### config.mk
export PLATFORM = sky130hd
export DESIGN_NAME = sample_formatter
export DESIGN_NICKNAME = d
export VERILOG_FILES = /design/src/source/adc_display_settings.svh /design/src/source/display_pkg.sv /design/src/source/sample_formatter.sv
export SDC_FILE = /design/constraint.sdc
export NUM_CORES = 1
export LEC_CHECK = 0
export ABC_AREA = 1
export BUFFER_PORTS_ARGS = -buffer_cell sky130_fd_sc_hd__buf_2
export CORE_MARGIN = 2
export CORE_UTILIZATION = 50
export CTS_BUF_LIST = sky130_fd_sc_hd__clkbuf_8
export DETAILED_ROUTE_END_ITERATION = 10
export PLACE_DENSITY = 0.83
export SLEW_MARGIN = 20
export SYNTH_ARGS = -nofsm -noshare
export SYNTH_HDL_FRONTEND = slang
export SYNTH_SLANG_ARGS = --single-unit
export TNS_END_PERCENT = 50
### constraint.sdc
create_clock -name clk -period 0.98 [get_ports clk]
set_clock_uncertainty 0.1 [all_clocks]
set_input_delay 0.098 -clock clk [delete_from_list [all_inputs] [get_ports clk]]
set_output_delay 0.098 -clock clk [all_outputs]
set_load 0.02 [all_outputs]
### src/source/adc_display_settings.svh
// timing and address settings for the adc monitor
// defaults are sized for simulation
`ifndef ADC_DISPLAY_SETTINGS_SVH
`define ADC_DISPLAY_SETTINGS_SVH

// i2c address of the adc and the register polled
`define ADC_DEVICE_ID 7'h54
`define ADC_REG_ADDR 8'h00

// clock cycles per quarter scl period
`define I2C_QUARTER_CYCLES 5

// idle cycles between the end of a read and the next request
`define POLL_INTERVAL_CYCLES 200

// display, keys and buzzer
`define SCAN_CYCLES 16
`define DEBOUNCE_CYCLES 40
`define BEEP_CYCLES 300
`define TONE_HALF_CYCLES 10

`endif

### src/source/display_pkg.sv
// seven-segment display types
// digit codes and the eight-digit display word
package display_pkg;

	// 0 to 9 are numerals
	typedef logic [3:0] digit_code_t;

	// lights no segment
	localparam digit_code_t DIGIT_BLANK = 4'd10;
	// channel marker, a dash
	localparam digit_code_t DIGIT_MARK = 4'd15;

	// index 0 is the rightmost digit
	typedef digit_code_t [7:0] display_word_t;

endpackage

### src/source/sample_formatter.sv
// sample to decimal display word
// right-aligned, leading blanks, marker in digit 7
`timescale 1ns/100ps

module sample_formatter (
	input logic clk,
	input logic rst,
	input logic [7:0] sample,
	input logic sample_stb,
	output display_pkg::display_word_t display_word
);
	import display_pkg::*;

	localparam display_word_t EMPTY_WORD = {DIGIT_MARK, {7{DIGIT_BLANK}}};

	logic [7:0] hundreds;
	logic [7:0] tens;
	logic [7:0] ones;
	display_word_t next_word;

	// digits come straight from the current sample
	always_comb begin
		hundreds = sample / 8'd100;
		tens = (sample / 8'd10) % 8'd10;
		ones = sample % 8'd10;
		next_word = EMPTY_WORD;
		next_word[0] = ones[3:0];
		if (sample >= 8'd10)
			next_word[1] = tens[3:0];
		if (sample >= 8'd100)
			next_word[2] = hundreds[3:0];
	end

	always_ff @(posedge clk or negedge rst) begin
		if (!rst) begin
			display_word <= EMPTY_WORD;
		end else if (sample_stb) begin
			display_word <= next_word;
		end
	end

endmodule

Word-level counts from Yosys, hierarchy flattened --
Index checks and enable logic that the tools add are counted.
Word-level totals: flip-flop bits (word level) 12, word-level logic and storage cells 11
Cells by class: div/mod/pow operators 4, muxes and demuxes 2, order comparisons 2
Operators by type and width (count):
- 8-bit by 4-bit modulo with 8-bit output (second input constant) | 2
- 8-bit by 4-bit divider with 8-bit output (second input constant) | 1
- 8-bit by 7-bit divider with 8-bit output (second input constant) | 1
- 8-bit by 4-bit >= comparator with 1-bit output (second input constant) | 1
- 8-bit by 7-bit >= comparator with 1-bit output (second input constant) | 1
- 4-bit 2-to-1 mux | 2

Depth between registers and ports, before layout --
Gate-level depths: netlist of the first run.
depth in word-level cells 3, mapped depth 33, gate-level depth less buffers 33

Least setup slack after synthesis of the first run --
OpenSTA, ideal clock, no wires.
path type in2reg, from input port sample[3], to register display_word[7] (netlist name), stages 30, required time 0.820 ns, library setup time 0.060 ns, path slack -2.004 ns, data arrival time 2.824 ns, path through inv_1 -> ha_1 -> inv_1 -> nand2_1 -> nand4_1 -> nand3_2 -> nand2_4 -> nand3_4 -> nand2_2 -> nand2_1 -> inv_2 -> nand2_4 -> nand3_4 -> nand2_2 -> nand2_4 -> nor2_8 -> nand2_1 -> nand2_2 -> nand3_4 -> nand2_4 -> nand3_4 -> nand3_1 -> nand2_2 -> ha_1 -> nand3b_1 -> nand2_1 -> nand2_1 -> nand3_1 -> nand2_1 -> nand2_1
On the way: word-level cells in the longest chain between the ends 3, elaborated cells between the ends (all ways) 4
Ends and longest elaborated chain:
- start: declaration | line sample_formatter.sv:8 | input logic [7:0] sample,
- 8-bit by 4-bit divider with 8-bit output | line sample_formatter.sv:24 | tens = (sample / 8'd10) % 8'd10;
- 8-bit by 4-bit modulo with 8-bit output | line sample_formatter.sv:24
- 4-bit 2-to-1 mux * | line sample_formatter.sv:28 | if (sample >= 8'd10)
- end signal: assignment | line sample_formatter.sv:38 | display_word <= next_word;
- end: declaration | line sample_formatter.sv:10 | output display_pkg::display_word_t display_word
Every way passes the cells marked *; elsewhere a longest branch is shown, timed or not. A chain may end at the register's enable or synchronous reset.

Final worst setup path of the first run --
from input port sample[4], to register display_word[5] (netlist name)
The elaborated chain is that of the path after synthesis.

==> flow_summary.toml, run 1 <==
[synthesis]
synth-seq-cells = 11
syn_area_per_cell_um2 = 6.848
netlist_area_mm2 = 0.001548
ys_warn_count = 0
syn_inst = 226
synthDistinctLibCells = 29
synth_edf_count = 0
yosysSeqAreaShare_pct = 18.27
synthFlopType = "dfstp_2"
synthArstFlopShare_pct = 100.0

[sta]
finalHoldViolations = 0
timing.fmax_mhz = 338.0
hold_slack_ps = 19.65
fin_ws_ps = -1978
maxSlewViolCount = 0
grt_setup_unrepaired = "true"
fin_tns_setup_ps = -13230
timing.final.crit_share_pct = 301.9
setup_viol = 16
min_period_ps = 2958

[routing]
drt_first_iter_violations = 63
drc_errors = 0
wl_per_cell_um = 13.52
drt_first_pass_iters = 4
routed_via_density = 5.048
ant_nets = 0
wirelength_mm = 4.489
num_vias = 1676

[cells_and_area]
fin_cells = 332
largest_reg_flops = 11
seq_area_um2 = 282.8
max_flop_register = "display_word"
largestRegisters = "display_word: 11 flops"
fin_util_pct = 74.67
multiInputGateArea_mm2 = 0.001172
drive_above_1_share_pct = 50.17
fill_cells = 201
diodes = 0
num-nets-final = 319
postLayoutCellArea_mm2 = 0.002242
synthToLayoutAreaGrowth_pct = 44.87
final_cell_mix = "44 x nand2_1, 44 x buf_4, 21 x conb_1"

[worst_setup_path]
crit_path_top_delay_cell = "ha_4"
cp.required_ps = 1060
end_kind = "flop"
start_kind = "input port"
crit_fanout = 6
cp_common_cell = "nand2_2"
crit_family = "simple AND/OR/NAND/NOR gates"
cp_num_buf_inv = 4
arrival_ps = 3040
worstSetupPathType = "in2reg"
slowest_delay_ps = 190

[clocking]
clock_tree.htree_level_count = 1
clk_pin_slew_ps = 50
numCtsBuffers = 3
clk_path_buf_depth = 2
clkLatencyLatePin_ps = 240
cts_root_buf = "clkbuf_8"
cts.sink_count = 11
cts_tree = "done"

[status]
run_status = "complete, but fails checks"
violations = "negative setup slack"

[placement]
dp_cells = 316
io_buffers = 21
post_dp_cell_area_mm2 = 0.001951
place.gp.congestion = 0.8336
dpl.hpwl_mm = 2.779

[floorplanning]
start_util_pct = 51.54
row_count = 20
die_x_um = 59.64
dieArea_mm2 = 0.003556
die_h_um = 59.64
fp.coreArea_mm2 = 0.003003
io_pins = 43

[grt]
grt_usage_pct = 26.62
grt_pass1_wl_mm = 7.003
grt_max_degree = 12
overflow = 0
antenna_found_initial = 0
grt_pass1_vias = 1672

[power_and_ir_drop]
vdd_drop_max_v = 0.001015
leakage_nw = 1.211
power.density_mw_per_mm2 = 1560

[run]
maxCapViolCount = 0

[min_path]
hp-class = "in2reg"
==> through the flow <==
stage / setup WS [ps] / total power [mW]
after floorplan: -1921 / 1.951
after global placement: -2082 / 2.422
after detailed placement: -2207 / 2.466
after CTS: -1898 / 3.312
after global routing: -2205 / 3.718
final: -1978 / 3.497
==> final cells by class <==
cell class              instances  share of cell area [%]
clock buffers                   3                   1.842
repair buffers                 72                   25.28
flip-flops and latches         11                   12.61
well taps                      33                   1.842
multi-input cells             179                   52.29
inverters                      33                   5.971
clock inverters                 1                  0.1674
==> power by group <==
| group | internal, mW | switching [mW] |
|---|---|---|
| clock | 0.276 | 0.181 |
| sequential | 0.605 | 0.0742 |
| combinational | 1.02 | 1.34 |
| total | 1.91 | 1.59 |
==> tightest hold or removal path: cells and delay by family <==
| kind | cells | cell delay, ps |
|---|---|---|
| buffers and inverters | 1 | 130 |
| and+or+nand+nor | 2 | 130 |
==> cells by family after synthesis <==
group	count (synthesis)	synth area share, %
xor+xnor	4	2.264
flops	11	18.27
buf+inv	55	18.67
fa+ha+maj	8	6.468
other cells	2	0.4852
compound gates	18	6.144
simple gates	128	47.70
==> path summary, 6_finish.rpt <==
path                                                  start                           to  slack [ps]  cells past startpoint
max in group asynchronous                               rst  display_word[1]$_DFFE_PN1P_         280                      2
worst max-delay path                              sample[4]  display_word[5]$_DFFE_PN1P_       -1980                     31
worst min register to register  display_word[3]$_DFFE_PN1P_  display_word[3]$_DFFE_PN1P_         380                      2
worst max register to register  display_word[5]$_DFFE_PN1P_  display_word[5]$_DFFE_PN1P_          40                      3
min in group asynchronous                               rst  display_word[2]$_DFFE_PN0P_         230                      2
worst min-delay path                             sample_stb  display_word[7]$_DFFE_PN1P_          20                      3
==> what timing repair did <==
action | 4_1_cts | 5_1_grt
pin swaps | 11 | 2
setup endpoints to repair | 16 | 20
hold endpoints to repair | 11 | 0
gates resized for setup | 38 | 11
buffers inserted | 12 | 1
hold buffers | 1 | 0
==> synth_stat cells, types with 2 or more instances <==
cell	count	area (µm²)
a21oi_1	7	35.03
a31oi_1	2	12.51
buf_4	22	165.2
conb_1	2	7.510
dfrtp_1	5	125.1
dfstp_2	6	157.7
ha_1	8	100.1
inv_1	24	90.09
inv_2	8	30.03
nand2_1	53	198.9
nand2_2	13	81.33
nand2_4	6	67.56
nand3_1	18	90.09
nand3_2	4	40.04
nand3_4	5	87.58
nand4_1	7	43.79
nor2_1	15	56.30
nor2_4	2	22.52
o21ai_0	6	30.03
o21ai_1	2	10.01
xor2_1	3	26.28
==> layer usage <==
layer / up-vias / GRT usage, % / wire (µm)
met5: - / 0 / 0
met4: 0 / 15.56 / 262
met3: 22 / 3.930 / 169
met2: 62 / 53.69 / 2413
met1: 771 / 24.37 / 1644
li1: 821 / - / -
No activity file was read; power rests on OpenSTA's default activity.
==> run 2: changes to the inputs <==
--- a/config.mk
+++ b/config.mk
@@ -7,11 +7,14 @@
 export LEC_CHECK = 0
 export ABC_AREA = 1
 export BUFFER_PORTS_ARGS = -buffer_cell sky130_fd_sc_hd__buf_2
+export CAP_MARGIN = 20
+export CELL_PAD_IN_SITES_DETAIL_PLACEMENT = 0
+export CELL_PAD_IN_SITES_GLOBAL_PLACEMENT = 1
 export CORE_MARGIN = 2
-export CORE_UTILIZATION = 50
+export CORE_UTILIZATION = 38
 export CTS_BUF_LIST = sky130_fd_sc_hd__clkbuf_8
 export DETAILED_ROUTE_END_ITERATION = 10
-export PLACE_DENSITY = 0.83
+export PLACE_DENSITY = 0.89
 export SLEW_MARGIN = 20
 export SYNTH_ARGS = -nofsm -noshare
 export SYNTH_HDL_FRONTEND = slang
==> run 2 against run 1 <==
The flow still finishes with violations (negative setup slack). Clock-buffer cell count is the same. Clock power shrank 1%. Utilization fell by 16 points. Die area up 29%. Sequential cell count unchanged. Power decreased by 5.1%. Sequential share of layout area decreased by 0.49 points. Register-to-register slack gained 50 ps. Combinational power shrank 7%. Worst hold slack better by 3.2 ps. First-iteration DRC count is 48% lower. Highest routed layer unchanged.
==> flow_summary.toml, run 2 (synthesized netlist as in run 1, its figures left out) <==
[routing]
wl_per_cell_um = 10.36
drt_first_iter_violations = 33
ant_nets = 0
num_vias = 1574
drc_errors = 0
drt_first_pass_iters = 4
wirelength_mm = 3.657
routed_via_density = 4.459

[sta]
fin_ws_ps = -1932
maxSlewViolCount = 0
min_period_ps = 2912
setup_viol = 16
finalHoldViolations = 0
fin_tns_setup_ps = -12950
timing.fmax_mhz = 343.4
timing.final.crit_share_pct = 297.1
grt_setup_unrepaired = "true"

[cells_and_area]
final_cell_mix = "47 x buf_4, 41 x nand2_1, 21 x conb_1"
layout_commonest_cell = "buf_4"
synthToLayoutAreaGrowth_pct = 50.77
diodes = 0
max_flop_register = "display_word"
drive_above_1_share_pct = 51.49
largestRegisters = "display_word: 11 flops"
num-nets-final = 323
fin_util_pct = 58.76
largest_reg_flops = 11

[clocking]
clk_pin_slew_ps = 50
clk_path_buf_depth = 2
cts_root_buf = "clkbuf_8"
cts.sink_count = 11
numCtsBuffers = 3
clkLatencyLatePin_ps = 240
clock_tree.htree_level_count = 1
cts_tree = "done"

[worst_setup_path]
arrival_ps = 2990
crit_path_top_delay_cell = "ha_4"
r2r-end = "display_word[1]$_DFFE_PN1P_"
cp.required_ps = 1060
start_kind = "input port"
reg2reg_from = "display_word[1]$_DFFE_PN1P_"
end_kind = "flop"
reg2reg_depth = 2
cp_common_cell = "nand2_1"
worstSetupPathType = "in2reg"
reg2reg_slack_ps = 90
slowest_delay_ps = 200
crit_fanout = 5

[floorplanning]
dieArea_mm2 = 0.004600
row_count = 23
io_pins = 43
start_util_pct = 38.97
die_h_um = 67.82
fp.coreArea_mm2 = 0.003971
die_x_um = 67.82

[min_path]
min-delay-start = "sample_stb"
holdPathEnd = "display_word[7]$_DFFE_PN1P_"
hold_depth = 3
hp-class = "in2reg"

[placement]
place.gp.congestion = 0.7739
dpl.hpwl_mm = 2.806
io_buffers = 21

[grt]
grt_max_degree = 12
grt_pass1_wl_mm = 6.078
overflow = 0
grt_usage_pct = 16.92
grt_pass1_vias = 1498
antenna_found_initial = 0

[status]
run_status = "complete, but fails checks"
violations = "negative setup slack"

[power_and_ir_drop]
vdd_drop_max_v = 0.0007762
leakage_nw = 1.239
power.density_mw_per_mm2 = 1422

[run]
maxCapViolCount = 0
## run 2: repair_timing
action | 4_1_cts | 5_1_grt
hold buffers | 1 | 0
setup buffers | 11 | 5
resized for setup | 44 | 11
endpoints found under the hold margin | 11 | 0
pin swaps | 20 | 10
setup endpoints to repair | 15 | 21
## run 2: worst max-delay path by stage
stage / cells after the start / slack (ps) / endpoint / from
floorplan: 29 / -1920 / display_word[7]$_DFFE_PN1P_ / sample[3]
global placement: 29 / -2150 / display_word[7]$_DFFE_PN1P_ / sample[4]
detailed placement: 29 / -2250 / display_word[7]$_DFFE_PN1P_ / sample[3]
CTS: 30 / -1940 / display_word[7]$_DFFE_PN1P_ / sample[3]
global route: 27 / -2200 / display_word[7]$_DFFE_PN1P_ / sample[3]
finish: 29 / -1930 / display_word[7]$_DFFE_PN1P_ / sample[3]
## run 2: final cells by class
cell class                 instances  area (µm²)
tap                               50       62.56
multi-input combinational        179        1201
inverter                          33       136.4
clock inverter                     1       3.754
fill                             386        1638
timing repair buffer              76       605.6
sequential                        11       282.8
clock buffer                       3       41.29
## run 2: through the flow
stage                     setup slack, ps  cells  instance area (µm²)  power, mW  hold WS, ps
after global routing                -2199    353                 2333      3.603        32.39
after floorplan                     -1921    245                 1677      1.951       -297.6
after global placement              -2145    332                 1977      2.418       -124.8
after detailed placement            -2245    332                 1977      2.445       -120.6
after CTS                           -1938    348                 2262      3.220        22.13
final                               -1932    353                 2333      3.318        22.81
## run 2: critical path: cells and delay by family
| family | cells | cell delay [ps] |
|---|---|---|
| buf+inv | 4 | 320 |
| fa+ha+maj | 2 | 360 |
| xor+xnor | 1 | 190 |
| simple gates | 22 | 2040 |
## run 2: per-layer routing
layer / track usage [%] / wire, µm / up-vias
met5: 0 / 0 / -
li1: - / - / 831
met1: 20.64 / 1552 / 714
met4: 2.250 / 35 / 0
met2: 31.62 / 1985 / 25
met3: 2.961 / 83 / 4
## run 2: where the power goes
part / total [mW] / switching (mW) / internal [mW]
Clock: 0.452 / 0.177 / 0.276
Combinational: 2.20 / 1.23 / 0.967
Sequential: 0.665 / 0.0605 / 0.604
