[src/source/adc_display_settings.svh]
// timing and address settings for the adc monitor
// defaults are sized for simulation
`ifndef ADC_DISPLAY_SETTINGS_SVH
`define ADC_DISPLAY_SETTINGS_SVH

// i2c address of the adc and the register polled
`define ADC_DEVICE_ID 7'h54
`define ADC_REG_ADDR 8'h00

// clock cycles per quarter scl period
`define I2C_QUARTER_CYCLES 5

// idle cycles between the end of a read and the next request
`define POLL_INTERVAL_CYCLES 200

// display, keys and buzzer
`define SCAN_CYCLES 16
`define DEBOUNCE_CYCLES 40
`define BEEP_CYCLES 300
`define TONE_HALF_CYCLES 10

`endif

[src/source/i2c_req_if.sv]
// request and response signals between the poller and the i2c master
`timescale 1ns/100ps

interface i2c_req_if;

	logic req;
	logic ready;
	logic [7:0] rd_data;
	logic rd_valid;
	logic nack_err;

	modport poller (
		output req,
		input ready,
		input rd_data,
		input rd_valid,
		input nack_err
	);

	modport master (
		input req,
		output ready,
		output rd_data,
		output rd_valid,
		output nack_err
	);

endinterface

[src/source/adc_poller.sv]
// periodic adc read scheduler
// holds the latest sample, stops requesting while hold is set
`timescale 1ns/100ps
`include "adc_display_settings.svh"

module adc_poller (
	input logic clk,
	input logic rst,
	i2c_req_if.poller bus,
	input logic hold,
	output logic [7:0] sample,
	output logic sample_stb
);

	localparam int PI = `POLL_INTERVAL_CYCLES;
	localparam int CW = $clog2(PI + 1);

	logic [CW-1:0] wait_cnt;
	logic wait_done;

	assign wait_done = (wait_cnt == CW'(PI - 1));

	always_ff @(posedge clk or negedge rst) begin
		if (!rst) begin
			wait_cnt <= '0;
			bus.req <= 1'b0;
			sample <= 8'h00;
			sample_stb <= 1'b0;
		end else begin
			bus.req <= 1'b0;
			sample_stb <= 1'b0;
			if (bus.rd_valid) begin
				sample <= bus.rd_data;
				sample_stb <= 1'b1;
			end
			// wait starts over when a read ends, with data or with a nack
			if (bus.rd_valid || bus.nack_err) begin
				wait_cnt <= '0;
			end else if (bus.ready && !bus.req) begin
				if (!wait_done)
					wait_cnt <= wait_cnt + 1'b1;
				else if (!hold)
					bus.req <= 1'b1;
			end
		end
	end

endmodule

[src/flat_wrapper.sv]
// flat-port wrapper written by rule: the top's interface ports become plain ports
module adc_poller_flat 
  (clk, rst, hold, sample, sample_stb, bus_req, bus_ready, bus_rd_data, bus_rd_valid, bus_nack_err);
  i2c_req_if bus_i ();
  input logic clk;
  input logic rst;
  input logic hold;
  output logic [7:0] sample;
  output logic sample_stb;
  output wire logic [$bits(bus_i.req)-1:0] bus_req;
  input wire logic [$bits(bus_i.ready)-1:0] bus_ready;
  input wire logic [$bits(bus_i.rd_data)-1:0] bus_rd_data;
  input wire logic [$bits(bus_i.rd_valid)-1:0] bus_rd_valid;
  input wire logic [$bits(bus_i.nack_err)-1:0] bus_nack_err;
  assign bus_req = bus_i.req;
  assign bus_i.ready = bus_ready;
  assign bus_i.rd_data = bus_rd_data;
  assign bus_i.rd_valid = bus_rd_valid;
  assign bus_i.nack_err = bus_nack_err;
  adc_poller u_core (.clk(clk), .rst(rst), .bus(bus_i), .hold(hold), .sample(sample), .sample_stb(sample_stb));
endmodule
[config.mk]
export PLATFORM = sky130hd
export DESIGN_NAME = adc_poller_flat
export DESIGN_NICKNAME = d
export VERILOG_FILES = /design/src/source/i2c_req_if.sv /design/src/source/adc_poller.sv /design/src/flat_wrapper.sv
export VERILOG_INCLUDE_DIRS = /design/src /design/src/source
export SDC_FILE = /design/constraint.sdc
export NUM_CORES = 1
export LEC_CHECK = 0
export ABC_AREA = 1
export BUFFER_PORTS_ARGS = -buffer_cell sky130_fd_sc_hd__buf_2
export CAP_MARGIN = 20
export CORE_MARGIN = 5
export CORE_UTILIZATION = 46
export CTS_CLUSTER_SIZE = 8
export DETAILED_ROUTE_END_ITERATION = 10
export PLACE_DENSITY = 0.8
export SKIP_LAST_GASP = 1
export SYNTH_ARGS = -nofsm -noshare
export SYNTH_HDL_FRONTEND = slang
export SYNTH_SLANG_ARGS = --single-unit
[constraint.sdc]
create_clock -name clk -period 1.25 [get_ports clk]
set_clock_uncertainty 0.1 [all_clocks]
set_input_delay 0.25 -clock clk [delete_from_list [all_inputs] [get_ports clk]]
set_output_delay 0.25 -clock clk [all_outputs]
set_load 0.02 [all_outputs]
Word-level counts from Yosys, hierarchy flattened. Index checks and enable logic that the tools add are counted.

Equal/unequal tests: 2. Mux-type cells: 8. Reductions and logical operators: 5. $add $sub $neg: 1.

Operators with widths (count): $mux 8 (3); $add 8x1->8 const B (1); $eq 8x8->1 const B (1); $mux 1 (5); $ne 2x2->1 const B (1); $reduce_and 2->1 (1); $reduce_bool 2->1 (1); $logic_and 1x1->1 (1); $logic_not 1->1 (1); $logic_or 1x1->1 (1).

Input port bits: 14. Register bits after elaboration: 18. Output and inout port bits: 10.

Depth between registers and ports, before layout. Gate-level depths: netlist of the first run.

Depth after elaboration: 4. Depth in mapped cells: 8.

Worst setup path after synthesis of the first run. Ideal clock, no wire load.

Kind: reg2reg. From: reg u_core.wait_cnt[0]. To: reg u_core.wait_cnt[5]. Arrival time: 1123 ps. Slack: -38 ps. Setup time: 65 ps. Cell stages (with the launch flop): 9. Data required time: 1085 ps. Cells stage by stage: dfrtp_1 > ha_1 > nand2_2 > nor2_1 > nand2_1 > nand2_2 > nor2_4 > nand2_1 > nand2_1.

Word-level cells in the longest chain between the ends: 4.

Ends and longest elaborated chain: start, declared (line adc_poller.sv:18) `logic [CW-1:0] wait_cnt;`; start signal, assigned (line adc_poller.sv:41) `wait_cnt <= wait_cnt + 1'b1;`; $add 8x1->8 (line adc_poller.sv:41); $mux 8 (line adc_poller.sv:40) `if (!wait_done)`; $mux 8 (line adc_poller.sv:39) `end else if (bus.ready && !bus.req) begin`; $mux 8 (line adc_poller.sv:37) `if (bus.rd_valid || bus.nack_err) begin`.

Several ways; a longest one is shown, not always the timed one. The select of a mux whose other input is x is not followed. A chain may end at the register's enable or synchronous reset.

Worst setup path in the final report of the first run.
From: reg u_core.bus.req. To: reg u_core.wait_cnt[2].

Word-level cells in the longest chain between the ends: 4.

Ends and longest elaborated chain: start, declared (line i2c_req_if.sv:13) `output req,`; start signal, assigned (line adc_poller.sv:26) `bus.req <= 1'b0;`; start signal, assigned (line adc_poller.sv:30) `bus.req <= 1'b0;`; start signal, assigned (line adc_poller.sv:43) `bus.req <= 1'b1;`; $logic_not 1->1 (line adc_poller.sv:39); $logic_and 1x1->1 (line adc_poller.sv:39); $reduce_bool 2->1 (no line); $reduce_and 2->1 (no line).

Every way passes these cells.

==> results of run 1 <==
registers in the layout, indices dropped and copies added, names as in the netlist:
register	flops
u_core.sample	8
u_core.wait_cnt	8
u_core.bus.req	1
u_core.sample_stb	1
power by group through the flow:
stage	clock network (uW)	logic (uW)	registers, uW
after global routing	400	210	630
after floorplan	0	63.1	673
after detailed placement	0	182	636
after CTS	375	188	626
after global placement	0	177	635
final	363	194	626
final cells by class:
| class | instances | share of cell area |
|---|---|---|
| inverters | 12 | 0.0360 |
| clock buffers | 4 | 0.0275 |
| flip-flops and latches | 18 | 0.342 |
| well taps | 27 | 0.0256 |
| repair buffers | 35 | 0.172 |
| multi-input cells | 78 | 0.397 |
path summary, 6_finish.rpt:
kind / startpoint / depth (start not counted) / end / slack, ns
min reg2reg: u_core.sample[5] / 1 / u_core.sample[5] / 0.41
max in group asynchronous: rst / 2 / u_core.wait_cnt[2] / 0.44
max reg2reg: u_core.bus.req / 6 / u_core.wait_cnt[2] / -0.12
max: u_core.bus.req / 6 / u_core.wait_cnt[2] / -0.12
min in group asynchronous: rst / 2 / u_core.wait_cnt[6] / 0.30
min: bus_rd_valid / 1 / u_core.sample_stb / 0.07
routing by layer:
metal | vias up | global-route usage
li1 | 416 | -
met2 | 26 | 0.303
met3 | 5 | 0.0375
met4 | 0 | 0.101
met5 | - | 0
met1 | 396 | 0.184
cell families after synthesis:
family	synth area share
AND/OR/NAND/NOR	0.324
flip-flops	0.481
buffers and inverters	0.0628
multiplexers	0.0963
AO/OA/AOI/OAI	0.0134
XOR/XNOR	0.00936
adder cells (fa/ha/maj)	0.0134
worst max-delay path: stages (launching register included):
cell and delay, ns:
dfrtp_1 0.39, nor2_1 0.24, inv_1 0.16, nand2_1 0.15, nand2_4 0.11, nand2_2 0.07, nand2_1 0.05
cells in the final DEF, fill, tap and decap left out, types with 2 or more instances in the layout:
cell type      instances
buf_2                 23
buf_4                  8
clkbuf_4               3
dfrtp_1               17
dlygate4sd3_1          2
inv_1                  9
inv_2                  2
mux2_2                 8
nand2_1               28
nand2_2                8
nand2_4                2
nand3_1                8
nor2_1                10
nor2_2                 2
nor2_4                 4
what timing repair did:
item / 4_1_cts / 5_1_grt
setup buffers: 2 / 0
resized for setup: 5 / 20
hold endpoints to repair: 19 / 0
hold buffers: 2 / 0
pin swaps: 5 / 9
gates cloned: 0 / 0
endpoints found under the setup margin: 9 / 9
stage by stage:
step | util | instance area [um2] | setup TNS [ns] | setup WS, ns | std cells
final | 0.680 | 1320 | -0.833 | -0.124 | 174
after global routing | 0.680 | 1320 | -1.51 | -0.200 | 174
after CTS | 0.638 | 1240 | -0.812 | -0.116 | 174
after detailed placement | 0.591 | 1150 | -0.684 | -0.106 | 166
after global placement | 0.591 | 1150 | -0.178 | -0.0353 | 166
after floorplan | - | 938 | -0.0106 | -0.00777 | 109
==> impl_metrics.toml, run 1 <==
[power]
total_power_uw = 1180
p_sw_uw = 311
comb_power_share = 0.164
p_sw_frac = 0.263
p_leak_uw = 0.000647
seq_power_share = 0.529
p_int_uw = 873
ir_drop_v = 0.000698
p_per_area_mw_per_mm2 = 896
pwr-share-clk = 0.307

[logic_synthesis]
synthMostInstantiatedCell = "nand2_1"
synth_edf_count = 0
synth_nets = 124
synth-async-reset-ratio = 1.00
syn_area_per_cell_um2 = 8.59
yosysSeqAreaShare = 0.481
yosysTopAreaCell = "dfrtp_1"
synth-main-ff-cell = "dfrtp_1"
netlist_top_cells_count = "nand2_1 (35), dfrtp_1 (18), nor2_1 (14)"
synth_area_um2 = 936
synth.top_cell.area_share = 0.481
synthCells = 109
ys_warn_count = 0
synth_cell_types = 19
synth-seq-cells = 18
synthTopCellsByArea = "dfrtp_1 (48%), nand2_1 (14%), mux2_2 (9.6%)"

[placed_design]
dpl.hpwl_um = 1670
routabilityCongestion = 0.873
portBuffers = 23

[grt]
overflow = 0
grtUsageTotal = 0.171
grt_pass1_vias = 864
grt_pass1_wl_um = 3580
grt_max_degree = 19
grt_antenna_before_repair = 0

[floorplan]
initial_core_util = 0.482
die-area_mm2 = 0.00304
coreArea_mm2 = 0.00194
row_count = 16
die_x_um = 55.1
ios = 24
die_height_um = 55.1

[detailed_routing]
drtIter0Drc = 10
wl_per_cell_um = 13.2
top_layer_used = "met4"
drc_errors = 0
routed-wl-met3_um = 116
drtPass1Iterations = 4
antenna_left = 0
vias_per_cell = 4.84
vias = 843
wl_met2_um = 1220
wl_met1_um = 923
totalWireLength_um = 2300

[setup_path]
critPathRequiredTime_ns = 1.35
critPathMaxFanout = 6
cp-start-kind = "flop"
cp.arrival_ns = 1.47
crit_type = "reg2reg"
end_kind = "flop"

[run_status]
violations = "setup timing"
outcome = "finished with violations"

[timing]
hold_violations = 0
fmax_ghz = 0.728
slew_headroom = 0.735
fin_crit_sh = 1.10
setup_viol = 9
rsz0062_at_grt = "yes"
worst_slew_pin_slew_ns = 0.398
hold_slack_ns = 0.0697
slew_viol_final = 0
layout_min_cycle_time_ns = 1.37
fin_ws_ns = -0.124

[clock_tree]
h-tree-depth = 1
numClockSinks = 18
cts_buffers = 3
cts.clk_slew.worst_paths_ns = 0.10
clk_latency_ns = 0.30
clk_path_buf_depth = 2
cts_root_buf = "clkbuf_4"
cts_tree = "yes"

[min_path]
min_path_type = "in2reg"

[finish]
final_nets = 163
fill_cells = 163
multi_input_area_um2 = 524
seq_area_um2 = 452
drive_gt1_frac = 0.483
diodes = 0
area_growth_pct = 41.0

[flow_run]
drv_cap = 0
Note: power is estimated with default switching activity, not from simulation.
==> inputs of run 2 (changes only) <==
Settings changed: CORE_UTILIZATION 46 to 54, MAX_ROUTING_LAYER set to met4, PLACE_DENSITY 0.8 to 0.87.
Clock period 1.25 ns to 1.6 ns, I/O delays scaled along.
==> run 2 against run 1 <==
Worst setup slack improved by 0.28 ns; sequential share of layout area is 6.5 points higher; critical endpoint is now u_core.wait_cnt[0]; the run now ends clean; first-iteration DRC count up 30%; critical path type unchanged; final cell count fell by 12%; largest cell class is now registers; largest power group unchanged.
==> impl_metrics.toml, run 2 (synthesized netlist as in run 1, its figures left out) <==
[grt]
grt_pass1_wl_um = 3140
grtUsageTotal = 0.160
grt_pass1_vias = 786
grt_antenna_before_repair = 0
overflow = 0
grt_max_degree = 19

[setup_path]
cp-start-kind = "flop"
path_cells = "ha_1, nand2_2, nor2_1, nand2_1, nand2_2, nor2_4, nand2_1, nand2_1"
cp_slowest_cell = "dfrtp_1"
critPathMaxFanout = 5
critical-path-top-delay-family = "simple AND/OR/NAND/NOR gates"
crit_buf_inv = 0
crit_type = "reg2reg"
cp.arrival_ns = 1.58
critPathRequiredTime_ns = 1.73
crit_path_frequent_cell = "nand2_1"
crit_path_max_incr_delay_ns = 0.43
end_kind = "flop"

[finish]
final_common_cell = "nand2_1"
reg.largest.list = "u_core.sample x8, u_core.wait_cnt x8"
final_cells = 153
drive_gt1_frac = 0.331
mostFrequentLayoutCells = "nand2_1 (35), buf_2 (23), dfrtp_1 (18), nor2_1 (14)"
diodes = 0
final_nets = 152
area_growth_pct = 18.3

[timing]
rsz0062_at_grt = "no"
slew_viol_final = 0
worst_slew_pin_slew_ns = 0.391
hold_violations = 0
slew_headroom = 0.739
fin_crit_sh = 0.905
setup_viol = 0
setup_tns_ns = 0
fmax_ghz = 0.691
layout_min_cycle_time_ns = 1.45

[clock_tree]
numClockSinks = 18
cts_buffers = 3
cts_tree = "yes"
cts_setup_buffers = 0
clk_latency_ns = 0.29
cts_root_buf = "clkbuf_4"
cts.clk_slew.worst_paths_ns = 0.10
h-tree-depth = 1
clk_path_buf_depth = 2

[detailed_routing]
wl_per_cell_um = 11.9
drtPass1Iterations = 4
drtIter0Drc = 13
antenna_left = 0
vias_per_cell = 5.33
drc_errors = 0
totalWireLength_um = 1820
vias = 816

[placed_design]
placed_cells = 148
dpl.hpwl_um = 1420
routabilityCongestion = 1.01
portBuffers = 23

[min_path]
min_path_type = "in2reg"

[floorplan]
die-area_mm2 = 0.00267
initial_core_util = 0.554
ios = 24
row_count = 15
die_x_um = 51.6
die_height_um = 51.6
coreArea_mm2 = 0.00169

[flow_run]
drv_cap = 0

[power]
p_per_area_mw_per_mm2 = 805
ir_drop_v = 0.000599
p_leak_uw = 0.000579

[run_status]
outcome = "finished, final reports clean"
run 2: cell types whose count changed in the layout (fill, tap and decap cells not counted), sizes merged:
cell | previous run | this run
buf | 33 | 23
dlygate4sd3 | 2 | 1
run 2: power by group:
part / internal (uW) / switching (uW)
Clock: 139 / 134
Combinational: 53.3 / 75.9
Sequential: 478 / 12.1
run 2: final cells by class:
class                      instances  area [um2]
fill                             142         582
sequential                        18         450
multi-input combinational         78         427
timing repair buffer              24         125
inverter                          12        47.5
clock buffer                       4        36.3
tap                               17        21.3
run 2: path summary, 6_finish.rpt:
kind / slack [ns] / start / endpoint / cells past startpoint
worst max-delay path: 0.15 / u_core.wait_cnt[0] / u_core.wait_cnt[0] / 8
worst min-delay path: 0.07 / hold / u_core.bus.req / 2
worst max register to register: 0.15 / u_core.wait_cnt[0] / u_core.wait_cnt[0] / 8
worst min register to register: 0.41 / u_core.sample[2] / u_core.sample[2] / 1
max in group asynchronous: 0.75 / rst / u_core.wait_cnt[2] / 2
min in group asynchronous: 0.37 / rst / u_core.wait_cnt[6] / 2
run 2: stage by stage:
step	util	cell area [um2]	setup slack, ns	power (uW)	hold slack (ns)
final	0.656	1110	0.153	891	0.0739
after detailed placement	0.628	1060	0.180	627	0.176
after global routing	0.656	1110	0.00516	942	0.0698
after CTS	0.656	1110	0.156	908	0.0658
after global placement	0.628	1060	0.259	623	0.164
after floorplan	-	936	0.312	575	-0.0756
run 2: layer usage:
layer / up-vias / GRT usage / wire, um
li1: 398 / - / -
met5: - / - / 0
met1: 376 / 0.181 / 779
met3: 6 / 0.0258 / 130
met4: 0 / 0.0786 / 33
met2: 36 / 0.275 / 876
run 2: repair_timing:
| action | 4_1_cts | 5_1_grt |
|---|---|---|
| hold buffers | 1 | 0 |
| gates resized for setup | 0 | 0 |
| setup endpoints to repair | 0 | 0 |
| hold endpoints to repair | 18 | 0 |
