File: config.mk
export PLATFORM = sky130hd
export DESIGN_NAME = seg_scan
export DESIGN_NICKNAME = d
export VERILOG_FILES = /design/src/source/display_pkg.sv /design/src/source/seg_scan.sv
export VERILOG_INCLUDE_DIRS = /design/src /design/src/source
export SDC_FILE = /design/constraint.sdc
export NUM_CORES = 1
export LEC_CHECK = 0
export BUFFER_PORTS_ARGS = -buffer_cell sky130_fd_sc_hd__buf_2
export CAP_MARGIN = 20
export CORE_ASPECT_RATIO = 1.5
export CORE_MARGIN = 1.5
export CORE_UTILIZATION = 41
export DETAILED_ROUTE_END_ITERATION = 6
export PLACE_DENSITY_LB_ADDON = 0.1
export SLEW_MARGIN = 20
export SYNTH_ARGS = -nofsm -noshare
export SYNTH_HDL_FRONTEND = slang
export SYNTH_SLANG_ARGS = --single-unit
File: constraint.sdc
create_clock -name clk -period 2.74 [get_ports clk]
set_input_delay 0.685 -clock clk [delete_from_list [all_inputs] [get_ports clk]]
set_output_delay 0.685 -clock clk [all_outputs]
set_load 0.05 [all_outputs]
File: src/source/adc_display_settings.svh
// timing and address settings for the adc monitor
// defaults are sized for simulation
`ifndef ADC_DISPLAY_SETTINGS_SVH
`define ADC_DISPLAY_SETTINGS_SVH

// i2c address of the adc and the register polled
`define ADC_DEVICE_ID 7'h54
`define ADC_REG_ADDR 8'h00

// clock cycles per quarter scl period
`define I2C_QUARTER_CYCLES 5

// idle cycles between the end of a read and the next request
`define POLL_INTERVAL_CYCLES 200

// display, keys and buzzer
`define SCAN_CYCLES 16
`define DEBOUNCE_CYCLES 40
`define BEEP_CYCLES 300
`define TONE_HALF_CYCLES 10

`endif

File: src/source/display_pkg.sv
// seven-segment display types
// digit codes and the eight-digit display word
package display_pkg;

	// 0 to 9 are numerals
	typedef logic [3:0] digit_code_t;

	// lights no segment
	localparam digit_code_t DIGIT_BLANK = 4'd10;
	// channel marker, a dash
	localparam digit_code_t DIGIT_MARK = 4'd15;

	// index 0 is the rightmost digit
	typedef digit_code_t [7:0] display_word_t;

endpackage

File: src/source/seg_scan.sv
// eight-digit display scanning
// seven-segment decode of the lit digit, active-low outputs
`timescale 1ns/100ps
`include "adc_display_settings.svh"

module seg_scan (
	input logic clk,
	input logic rst,
	input display_pkg::display_word_t display_word,
	output logic [7:0] seg_number,
	output logic [7:0] seg_choice
);
	import display_pkg::*;

	localparam int SC = `SCAN_CYCLES;
	localparam int SW = $clog2(SC + 1);

	logic [SW-1:0] dwell;
	logic [2:0] lit;
	logic active;
	digit_code_t code;

	always_ff @(posedge clk or negedge rst) begin
		if (!rst) begin
			dwell <= '0;
			lit <= 3'd0;
			active <= 1'b0;
		end else if (dwell == SW'(SC - 1)) begin
			dwell <= '0;
			// first step lights digit 0
			if (!active)
				active <= 1'b1;
			else
				lit <= lit + 1'b1;
		end else begin
			dwell <= dwell + 1'b1;
		end
	end

	assign seg_choice = active ? ~(8'h01 << lit) : 8'hff;
	assign code = display_word[lit];

	// bit 7 is the decimal point, kept off
	always_comb begin
		case (code)
			4'd0: seg_number = 8'hc0;
			4'd1: seg_number = 8'hf9;
			4'd2: seg_number = 8'ha4;
			4'd3: seg_number = 8'hb0;
			4'd4: seg_number = 8'h99;
			4'd5: seg_number = 8'h92;
			4'd6: seg_number = 8'h82;
			4'd7: seg_number = 8'hf8;
			4'd8: seg_number = 8'h80;
			4'd9: seg_number = 8'h90;
			DIGIT_MARK: seg_number = 8'hbf;
			default: seg_number = 8'hff;
		endcase
	end

endmodule

## Word level (Yosys, flattened, before mapping)

Memories as Yosys holds them, arrays and structs flattened.
Index checks and enable logic that the tools add are counted.

| storage, ports and cells | value |
|---|---|
| register bits | 9 |
| ROM bits | 112 |
| bits of input ports | 34 |
| memories | 1 |

| operators by class | value |
|---|---|
| $add $sub $neg | 2 |
| $lt $le $gt $ge | 1 |
| equal/unequal tests | 1 |
| shift operators | 1 |
| muxes and demuxes | 4 |
| bitwise operators | 1 |
| reduce and logical (&&, ||, !) cells | 1 |

Memory list:

| name | depth | width | rd ports | clocked after memory_dff | wr ports | line | text |
|---|---|---|---|---|---|---|---|
| (name not given) | 16 | 7 | 1 | 0 | 0 | seg_scan.sv:45 | `case (code)` |

Operators with widths:

| cell | count |
|---|---|
| $bmux 4 s3 | 1 |
| $mux 8 | 1 |
| $not 8->8 | 1 |
| $shl 1x3->8 const A | 1 |
| $add 5x1->5 const B | 1 |
| $eq 5x4->1 const B | 1 |
| $mux 5 | 1 |
| $lt 3x4->1 const B | 1 |
| $mux 4 | 1 |
| $add 3x1->3 const B | 1 |
| $reduce_and 2->1 | 1 |

## Longest topological paths before layout

Gate-level depths: netlist of the first run.

| logic depth | value |
|---|---|
| word-level depth | 3 |
| depth in mapped cells | 8 |
| depth with buffers taken out | 7 |

## Least setup slack after synthesis of the first run

OpenSTA, ideal clock, no wires.

| timing path | value |
|---|---|
| kind | input to output |
| start point | input display_word[5] (netlist bit) |
| end point | output seg_number[3] |
| arrival | 2.743 ns |
| required time | 2.055 ns |
| slack | -0.688 ns |
| stages on the path | 7 |
| cells stage by stage | mux4_1 > mux2_2 > inv_1 > ha_1 > inv_1 > mux2i_1 > a21oi_1 |

| on the way | value |
|---|---|
| cells in the longest elaborated chain, start to end | 3 |

RTL lines:

| what | line | text |
|---|---|---|
| start: declaration | seg_scan.sv:9 | `input display_pkg::display_word_t display_word,` |
| $bmux 4 s3 | seg_scan.sv:41 | `assign code = display_word[lit];` |
| $mux 4 (not written as such) | seg_scan.sv:41 |  |
| $mem_v2 16x7 | - |  |
| end: declaration | seg_scan.sv:10 | `output logic [7:0] seg_number,` |

No other way between the ends. The select of a mux whose other input is x is not followed.

## Final worst setup path of the first run

| timing path | value |
|---|---|
| start point | register lit[0] |
| end point | output seg_number[6] |

| on the way | value |
|---|---|
| cells in the longest elaborated chain, start to end | 3 |

RTL lines:

| what | line | text |
|---|---|---|
| start: declaration | seg_scan.sv:19 | `logic [2:0] lit;` |
| start signal: assignment | seg_scan.sv:34 | `lit <= lit + 1'b1;` |
| $bmux 4 s3 | seg_scan.sv:41 |  |
| $mux 4 (not written as such) | seg_scan.sv:41 |  |
| $mem_v2 16x7 | - |  |

No other way between the ends. The select of a mux whose other input is x is not followed.

==> results of run 1 <==
cell families (layout without fill, tap and decap cells):
kind of cell | Yosys count | after routing | synth area share [%]
flip-flops | 9 | 9 | 22.6
XOR/XNOR | 3 | 3 | 2.64
other | 1 | 1 | 0.377
AND/OR/NAND/NOR | 21 | 21 | 10.4
AO/OA/AOI/OAI | 6 | 6 | 3.27
multiplexers | 22 | 22 | 37.9
buffers and inverters | 12 | 81 | 6.41
adder cells (fa/ha/maj) | 13 | 13 | 16.4
synthesized netlist by cell type:
master / count
xor2_1: 2
o21a_1: 1
ha_1: 13
and2_1: 1
xnor2_1: 1
mux2i_2: 1
buf_1: 1
mux2_2: 4
nand2_1: 8
mux4_1: 8
dfrtp_1: 9
buf_6: 2
nand3_1: 5
mux2i_1: 7
inv_1: 8
a21oi_1: 5
nor2b_1: 2
or2_2: 1
mux2i_4: 1
nor2_1: 3
nor3b_2: 1
mux2_4: 1
conb_1: 1
buf_4: 1
power by group through the flow:
stage          Combinational (mW)  Sequential, mW  Clock (mW)
2_1_floorplan               0.103           0.135           0
3_3_place_gp                0.149           0.135           0
3_5_place_dp                0.153           0.135           0
4_1_cts                     0.171           0.133       0.101
5_1_grt                     0.186           0.133       0.111
6_report                    0.175           0.133      0.0972
registers in the layout, summed over array words and instances, names as in the netlist:
name    flops
active      1
dwell       5
lit         3
routing by layer:
metal / up-vias / wire length (microns) / global-route usage (%)
met5: - / 0 / 0
met3: 0 / 97 / 2.58
met4: 0 / 0 / 3.41
met1: 430 / 845 / 20.6
li1: 441 / - / -
met2: 26 / 1380 / 37.3
worst reg2reg max path: stages, from the launching register on:
cell and delay (ns):
dfrtp_1 0.36, ha_1 0.19, nand3_1 0.10, nor2_1 0.26, nand2_1 0.18, mux2_2 0.30
per-stage QoR:
stage                     setup WS (ns)  hold WS [ns]
after global routing             -0.370         0.266
after global placement           -0.303         0.446
final                            -0.269         0.269
after detailed placement         -0.346         0.458
after floorplan                  -0.147         0.389
after CTS                        -0.315         0.271
area by class of cell:
cell class | count | area [sq um]
sequential | 9 | 226
clock buffer | 4 | 26.3
fill | 187 | 679
inverter | 8 | 32.5
tap | 23 | 28.8
timing repair buffer | 69 | 469
multi-input combinational | 66 | 797
path summary, 6_finish.rpt:
check	startpoint	end	slack (ns)
min reg2reg	dwell[0]$_DFF_PN0_	dwell[0]$_DFF_PN0_	0.46
max in group asynchronous	rst	lit[0]$_DFFE_PN0P_	2.28
max reg2reg	dwell[0]$_DFF_PN0_	lit[1]$_DFFE_PN0P_	1.24
max	lit[0]$_DFFE_PN0P_	seg_number[6]	-0.27
min	rst	lit[2]$_DFFE_PN0P_	0.27
min in group clk	dwell[0]$_DFF_PN0_	dwell[0]$_DFF_PN0_	0.46
what timing repair did:
action | CTS | global route
gates resized for setup | 19 | 4
hold buffers | 0 | 0
buffers inserted | 2 | 3
hold endpoints to repair | 0 | 0
pin swaps | 0 | 2
setup endpoints to repair | 7 | 7
==> flow_summary_export.csv, run 1 <==
group,metric,value,unit
status,status,"complete, but fails checks",
status,violations,"setup timing",
floorplanning,core-area,0.00226,sq mm
logic_synthesis,avgSynthCellArea,11.4,sq um
detailed_routing,post_drt_wl_per_cell,13.0,microns
detailed_routing,drc_errors,0,
placement,post-dp-hpwl,1.98,mm
pwr,switchingPower,129,uW
pwr,swShare,31.9,%
placement,post_dp_cell_area,0.00145,sq mm
logic_synthesis,yosysTopAreaCell,"dfrtp_1",
logic_synthesis,ys_types,24,
worst_setup_path,crit_type,"register to primary output",
cells_and_area,n_antenna_cell,0,
grt,grt_use_total,19.0,%
floorplanning,num_rows,21,
cells_and_area,stdcell_area,0.00158,sq mm
logic_synthesis,synth-seq-cells,9,
timing,fmax,332,MHz
run,maxCapViolCount,0,
clock_tree,htreeDepth,1,
pwr,pwr-share-clk,24.0,%
grt,grt_pass1_wl,4.04,mm
logic_synthesis,yosys-top-cells-area,"dfrtp_1 23%, mux4_1 21%, ha_1 16%",
cells_and_area,utilization,69.9,%
detailed_routing,first_iter_violations,13,
worst_setup_path,crit_family,"multiplexers",
detailed_routing,ant_nets,0,
clock_tree,cts_sinks,9,
timing,hold_violations,0,
placement,placedCellCount,170,
cells_and_area,final_common_cell,"buf_2",
detailed_routing,wirelength,2.33,mm
logic_synthesis,syn-cell-area,995,sq um
cells_and_area,final_layout_size_suffix_gt1_share,67.3,%
floorplanning,die_x,43.2,microns
worst_setup_path,path_max_fanout,6,
timing,drv_slew,0,
worst_setup_path,critPathArrivalTime,2.32,ns
pwr,intPower,276,uW
cells_and_area,final_cell_mix,"41 x buf_2, 16 x buf_4, 11 x ha_1, 11 x buf_6",
pwr,power,405,uW
placement,place.gp.congestion,0.817,
grt,antenna_found_initial,0,
floorplanning,initial_utilization,44.0,%
timing,rsz0062_at_grt,"true",
grt,grt_pass1_vias,978,
logic_synthesis,synth_top_area_share,22.6,%
worst_setup_path,cp_num_buf_inv,3,
detailed_routing,vias_per_cell,5.01,
clock_tree,clkTransAtPathRegs,0.06,ns
clock_tree,cts_tree,"yes",
timing,timing.final.ws_setup,-0.269,ns
worst_setup_path,critPathCaptureType,"primary output",
floorplanning,die_area,0.00274,sq mm
detailed_routing,vias,897,
cells_and_area,final_nets,204,
timing,layout_min_cycle_time,3.01,ns
timing,period_share,110,%
pwr,leakage,0.757,nW
cells_and_area,stdcell_count,179,
cells_and_area,syn_to_final_growth,58.9,%
worst_setup_path,start_kind,"register",
pwr,power_density,256,mW/mm^2
worst_setup_path,cp.required,2.06,ns
pwr,peakVddDrop,0.000272,V
floorplanning,die_y,63.3,microns
floorplanning,io_pins,50,
clock_tree,cts_made_buffers,3,
pwr,pwr-share-comb,43.2,%
logic_synthesis,synth_nets,134,
clock_tree,clock_latency,0.25,ns
timing,finalSetupViolations,7,
timing,skew,0.00472,ns
grt,overflow,0,
grt,grt_max_degree,10,
clock_tree,clk_path_buf_depth,2,
worst_setup_path,rr_worst_depth,5,
logic_synthesis,seq_area_frac_synth,22.6,%
timing,setup_tns,-1.70,ns
worst_setup_path,slowest_delay,0.49,ns
worst_setup_path,crit_path_top_delay_cell,"mux4_2",
detailed_routing,drt-pass1-iter-count,4,
clock_tree,cts-root-buf,"clkbuf_4",
worst_setup_path,crit_cells,7,
logic_synthesis,synth_cells,87,
min_path,hold_class,"input port to async pin",
logic_synthesis,yosysWarningCount,0,
pwr,pwr-share-seq,32.8,%
worst_setup_path,cp_cell_sequence,"buf_12 -> mux4_2 -> mux2_4 -> buf_4 -> mux2_4 -> mux2i_4 -> buf_6",
placement,io_buffers,48,
worst_setup_path,crit_path_frequent_cell,"mux2_4",
(Power assumes the default switching activity.)
==> run 2: changes to the inputs <==
- clock period: 2.74 -> 2.7 ns (I/O delays scaled with it)
==> flow_summary_export.csv, run 2 (synthesized netlist as in run 1, its figures left out) <==
group,metric,value,unit
status,status,"complete, but fails checks",
status,violations,"setup timing",
clock_tree,cts-root-buf,"clkbuf_4",
detailed_routing,drc_errors,0,
clock_tree,htreeDepth,1,
floorplanning,initial_utilization,44.0,%
placement,post_dp_cell_area,0.00145,sq mm
worst_setup_path,crit_path_top_delay_cell,"mux4_2",
worst_setup_path,r2r_slack,1.18,ns
floorplanning,die_area,0.00274,sq mm
floorplanning,io_pins,50,
placement,place_ws,-0.377,ns
cells_and_area,stdcell_count,176,
pwr,peakVddDrop,0.000217,V
worst_setup_path,slowest_delay,0.49,ns
detailed_routing,wirelength,2.39,mm
detailed_routing,vias_per_cell,5.10,
floorplanning,core-area,0.00226,sq mm
clock_tree,cts_made_buffers,3,
floorplanning,die_y,63.3,microns
placement,post-dp-hpwl,2.09,mm
detailed_routing,drt-pass1-iter-count,4,
worst_setup_path,cp.required,2.03,ns
cells_and_area,largest_register_ff_count,5,
cells_and_area,stdcell_area,0.00157,sq mm
floorplanning,die_x,43.2,microns
worst_setup_path,cp_num_buf_inv,4,
cells_and_area,reg_top3,"dwell x5, lit x3, active x1",
cells_and_area,final_nets,201,
worst_setup_path,start_kind,"register",
cells_and_area,syn_to_final_growth,57.5,%
min_path,hold_class,"input port to async pin",
cells_and_area,n_antenna_cell,0,
grt,overflow,0,
clock_tree,clk_path_buf_depth,2,
pwr,leakage,0.740,nW
pwr,power_density,265,mW/mm^2
worst_setup_path,crit_type,"register to primary output",
detailed_routing,post_drt_wl_per_cell,13.6,microns
cells_and_area,final_layout_size_suffix_gt1_share,68.6,%
worst_setup_path,critical_path.startpoint,"lit[0]$_DFFE_PN0P_",
placement,placedCellCount,171,
timing,period_share,112,%
clock_tree,clkTransAtPathRegs,0.06,ns
worst_setup_path,crit_family,"multiplexers",
worst_setup_path,crit_cells,9,
grt,antenna_found_initial,0,
grt,grt_use_total,19.3,%
clock_tree,cts_tree,"yes",
placement,place.gp.congestion,0.809,
grt,grt_pass1_wl,4.01,mm
timing,drv_slew,0,
timing,hold_violations,0,
detailed_routing,vias,898,
worst_setup_path,r2r-start,"dwell[0]$_DFF_PN0_",
timing,fmax,332,MHz
cells_and_area,utilization,69.3,%
cells_and_area,final_common_cell,"buf_2",
placement,io_buffers,48,
clock_tree,cts_sinks,9,
worst_setup_path,path_max_fanout,7,
run,maxCapViolCount,0,
timing,layout_min_cycle_time,3.02,ns
timing,skew,0.00146,ns
cells_and_area,regMostFlops,"dwell",
worst_setup_path,critPathArrivalTime,2.34,ns
worst_setup_path,cp_cell_sequence,"buf_12 -> mux4_2 -> mux2_4 -> inv_4 -> ha_4 -> inv_2 -> o21a_1 -> a21oi_4 -> buf_6",
cells_and_area,final_cell_mix,"41 x buf_2, 14 x buf_4, 10 x ha_1",
detailed_routing,first_iter_violations,7,
clock_tree,clock_latency,0.26,ns
floorplanning,num_rows,21,
worst_setup_path,rr_worst_depth,5,
worst_setup_path,critPathCaptureType,"primary output",
grt,grt_pass1_vias,986,
grt,grt_max_degree,10,
timing,timing.final.ws_setup,-0.315,ns
timing,finalSetupViolations,7,
timing,rsz0062_at_grt,"true",
detailed_routing,ant_nets,0,
==> run 2: path summary, 6_finish.rpt <==
check,endpoint
max in group asynchronous,lit[0]$_DFFE_PN0P_
min in group clk,dwell[0]$_DFF_PN0_
worst max register to register,lit[1]$_DFFE_PN0P_
worst min-delay path,dwell[0]$_DFF_PN0_
worst max-delay path,seg_number[1]
worst min register to register,dwell[0]$_DFF_PN0_
==> run 2: repair_timing <==
item | 4_1_cts | 5_1_grt
hold buffers | 0 | 0
endpoints found under the hold margin | 0 | 0
buffers inserted | 1 | 0
endpoints found under the setup margin | 7 | 7
resized for setup | 19 | 7
pin swaps | 0 | 1
==> run 2: report_power, final <==
| part | total, mW | switching, mW | internal, mW |
|---|---|---|---|
| combinational | 0.176 | 0.0898 | 0.0861 |
| sequential | 0.135 | 0 | 0.135 |
| clock | 0.104 | 0.0472 | 0.0570 |
| total | 0.415 | 0.137 | 0.278 |
==> run 2: layout make-up <==
cell class	count	area, sq um
well taps	23	28.8
flip-flops and latches	9	226
repair buffers	66	447
multi-input cells	66	806
clock buffers	4	26.3
fillers	179	693
inverters	8	32.5
==> run 2: layer usage <==
layer	track usage [%]	routed length, microns
met1	18.0	765
met2	38.8	1440
met3	2.01	114
met4	8.71	71
met5	0	0
==> run 2: stage by stage <==
stage | power, mW | setup TNS, ns | hold WS (ns)
detailed placement | 0.293 | -2.29 | 0.452
global placement | 0.289 | -1.99 | 0.446
CTS | 0.419 | -2.18 | 0.245
global route | 0.435 | -2.37 | 0.263
finish | 0.415 | -1.84 | 0.248
floorplan | 0.242 | -0.835 | 0.379
==> run 3: changes to the inputs <==
- SKIP_LAST_GASP: not set -> 1
==> flow_summary_export.csv, run 3 (synthesized netlist as in run 1, its figures left out) <==
group,metric,value,unit
status,status,"complete, but fails checks",
status,violations,"setup timing",
grt,grt_pass1_vias,986,
timing,drv_slew,0,
detailed_routing,first_iter_violations,6,
clock_tree,cts_sinks,9,
floorplanning,io_pins,50,
timing,layout_min_cycle_time,3.02,ns
timing,setup_tns,-1.86,ns
cells_and_area,final_nets,201,
detailed_routing,vias,897,
detailed_routing,drt-pass1-iter-count,4,
worst_setup_path,crit_path_top_delay_cell,"mux4_2",
floorplanning,die_y,63.3,microns
placement,placedCellCount,171,
cells_and_area,reg_top3,"dwell x5, lit x3, active x1",
floorplanning,die_x,43.2,microns
timing,finalSetupViolations,7,
worst_setup_path,cp.required,2.03,ns
worst_setup_path,crit_family,"multiplexers",
cells_and_area,n_antenna_cell,0,
min_path,hold_class,"input port to async pin",
timing,rsz0062_at_grt,"true",
timing,skew,0.00150,ns
floorplanning,core-area,0.00226,sq mm
worst_setup_path,cp_cell_sequence,"buf_12 -> mux4_2 -> mux2_4 -> inv_4 -> ha_4 -> inv_2 -> o21a_1 -> a21oi_4 -> buf_6",
floorplanning,initial_utilization,44.0,%
worst_setup_path,cp_num_buf_inv,4,
worst_setup_path,critPathCaptureType,"primary output",
detailed_routing,vias_per_cell,5.10,
cells_and_area,largest_register_ff_count,5,
detailed_routing,ant_nets,0,
placement,post-dp-hpwl,2.09,mm
timing,timing.final.ws_setup,-0.318,ns
clock_tree,cts_tree,"yes",
timing,whs,0.248,ns
cells_and_area,final_cell_mix,"41 x buf_2, 14 x buf_4, 10 x ha_1",
clock_tree,clkTransAtPathRegs,0.06,ns
grt,grt_pass1_wl,4.01,mm
detailed_routing,wirelength,2.38,mm
timing,hold_violations,0,
pwr,peakVddDrop,0.000217,V
worst_setup_path,path_max_fanout,7,
grt,antenna_found_initial,0,
floorplanning,die_area,0.00274,sq mm
cells_and_area,final_layout_size_suffix_gt1_share,68.0,%
clock_tree,clk_path_buf_depth,2,
grt,grt_max_degree,10,
detailed_routing,post_drt_wl_per_cell,13.5,microns
timing,fmax,331,MHz
worst_setup_path,slowest_delay,0.49,ns
clock_tree,clock_latency,0.26,ns
detailed_routing,drc_errors,0,
cells_and_area,stdcell_count,176,
cells_and_area,regMostFlops,"dwell",
run,maxCapViolCount,0,
pwr,power_density,265,mW/mm^2
clock_tree,htreeDepth,1,
cells_and_area,syn_to_final_growth,57.2,%
pwr,leakage,0.740,nW
cells_and_area,final_common_cell,"buf_2",
clock_tree,cts_made_buffers,3,
placement,io_buffers,48,
floorplanning,num_rows,21,
timing,period_share,112,%
grt,overflow,0,
grt,grt_use_total,19.3,%
worst_setup_path,critPathArrivalTime,2.34,ns
worst_setup_path,crit_type,"register to primary output",
cells_and_area,utilization,69.2,%
placement,place.gp.congestion,0.809,
worst_setup_path,start_kind,"register",
clock_tree,cts-root-buf,"clkbuf_4",
[run 3: changes by cell type in the layout (fill, tap and decap cells not counted)]
cell     delta
nand2_1     +1
nand2_2     -1
[run 3: cell type report]
cell class / instances / area [sq um]
Tap cell: 23 / 28.8
Clock buffer: 4 / 26.3
Sequential cell: 9 / 226
Multi-Input combinational cell: 66 / 803
Timing Repair Buffer: 66 / 447
Inverter: 8 / 32.5
Fill cell: 179 / 696
[run 3: what timing repair did]
action | CTS | global route
setup buffers | 1 | 0
gates cloned | 0 | 0
gates resized for setup | 19 | 6
hold buffers | 0 | 0
setup endpoints to repair | 7 | 7
pin swaps | 0 | 1
[run 3: layer usage]
layer / global-route usage (%) / share of wire (%)
met5: 0 / 0
met4: 8.71 / 3.0
met3: 2.01 / 4.6
met2: 38.8 / 60
met1: 18.0 / 32
[run 3: path summary, 6_finish.rpt]
path / depth (start not counted) / end / from / slack, ns
setup / recovery: 9 / seg_number[1] / lit[0]$_DFFE_PN0P_ / -0.32
hold / removal: 1 / dwell[0]$_DFF_PN0_ / rst / 0.25
setup reg to reg: 5 / lit[1]$_DFFE_PN0P_ / dwell[0]$_DFF_PN0_ / 1.18
hold reg to reg: 1 / dwell[0]$_DFF_PN0_ / dwell[0]$_DFF_PN0_ / 0.46
max in group asynchronous: 1 / lit[0]$_DFFE_PN0P_ / rst / 2.26
min in group clk: 1 / dwell[0]$_DFF_PN0_ / dwell[0]$_DFF_PN0_ / 0.46
[run 3: worst reg2reg max path: cells and delay by family, from the launching register on]
kind	cells	cell delay [ns]
muxes	1	0.30
adders and majority gates	1	0.19
DFF	1	0.37
and+or+nand+nor	3	0.55
[run 3: stage by stage]
stage	power (mW)	worst slack, ns	cell area (sq um)
after global routing	0.434	-0.387	1560
after global placement	0.289	-0.323	1450
after detailed placement	0.293	-0.377	1450
after CTS	0.419	-0.351	1550
after floorplan	0.242	-0.167	1080
final	0.415	-0.318	1560
[run 3: report_power, final]
| part | internal, mW | leakage, nW | switching (mW) |
|---|---|---|---|
| Clock | 0.0570 | 0.0150 | 0.0474 |
| Sequential | 0.135 | 0.110 | 0 |
| Combinational | 0.0858 | 0.615 | 0.0895 |
| Total | 0.278 | 0.740 | 0.137 |
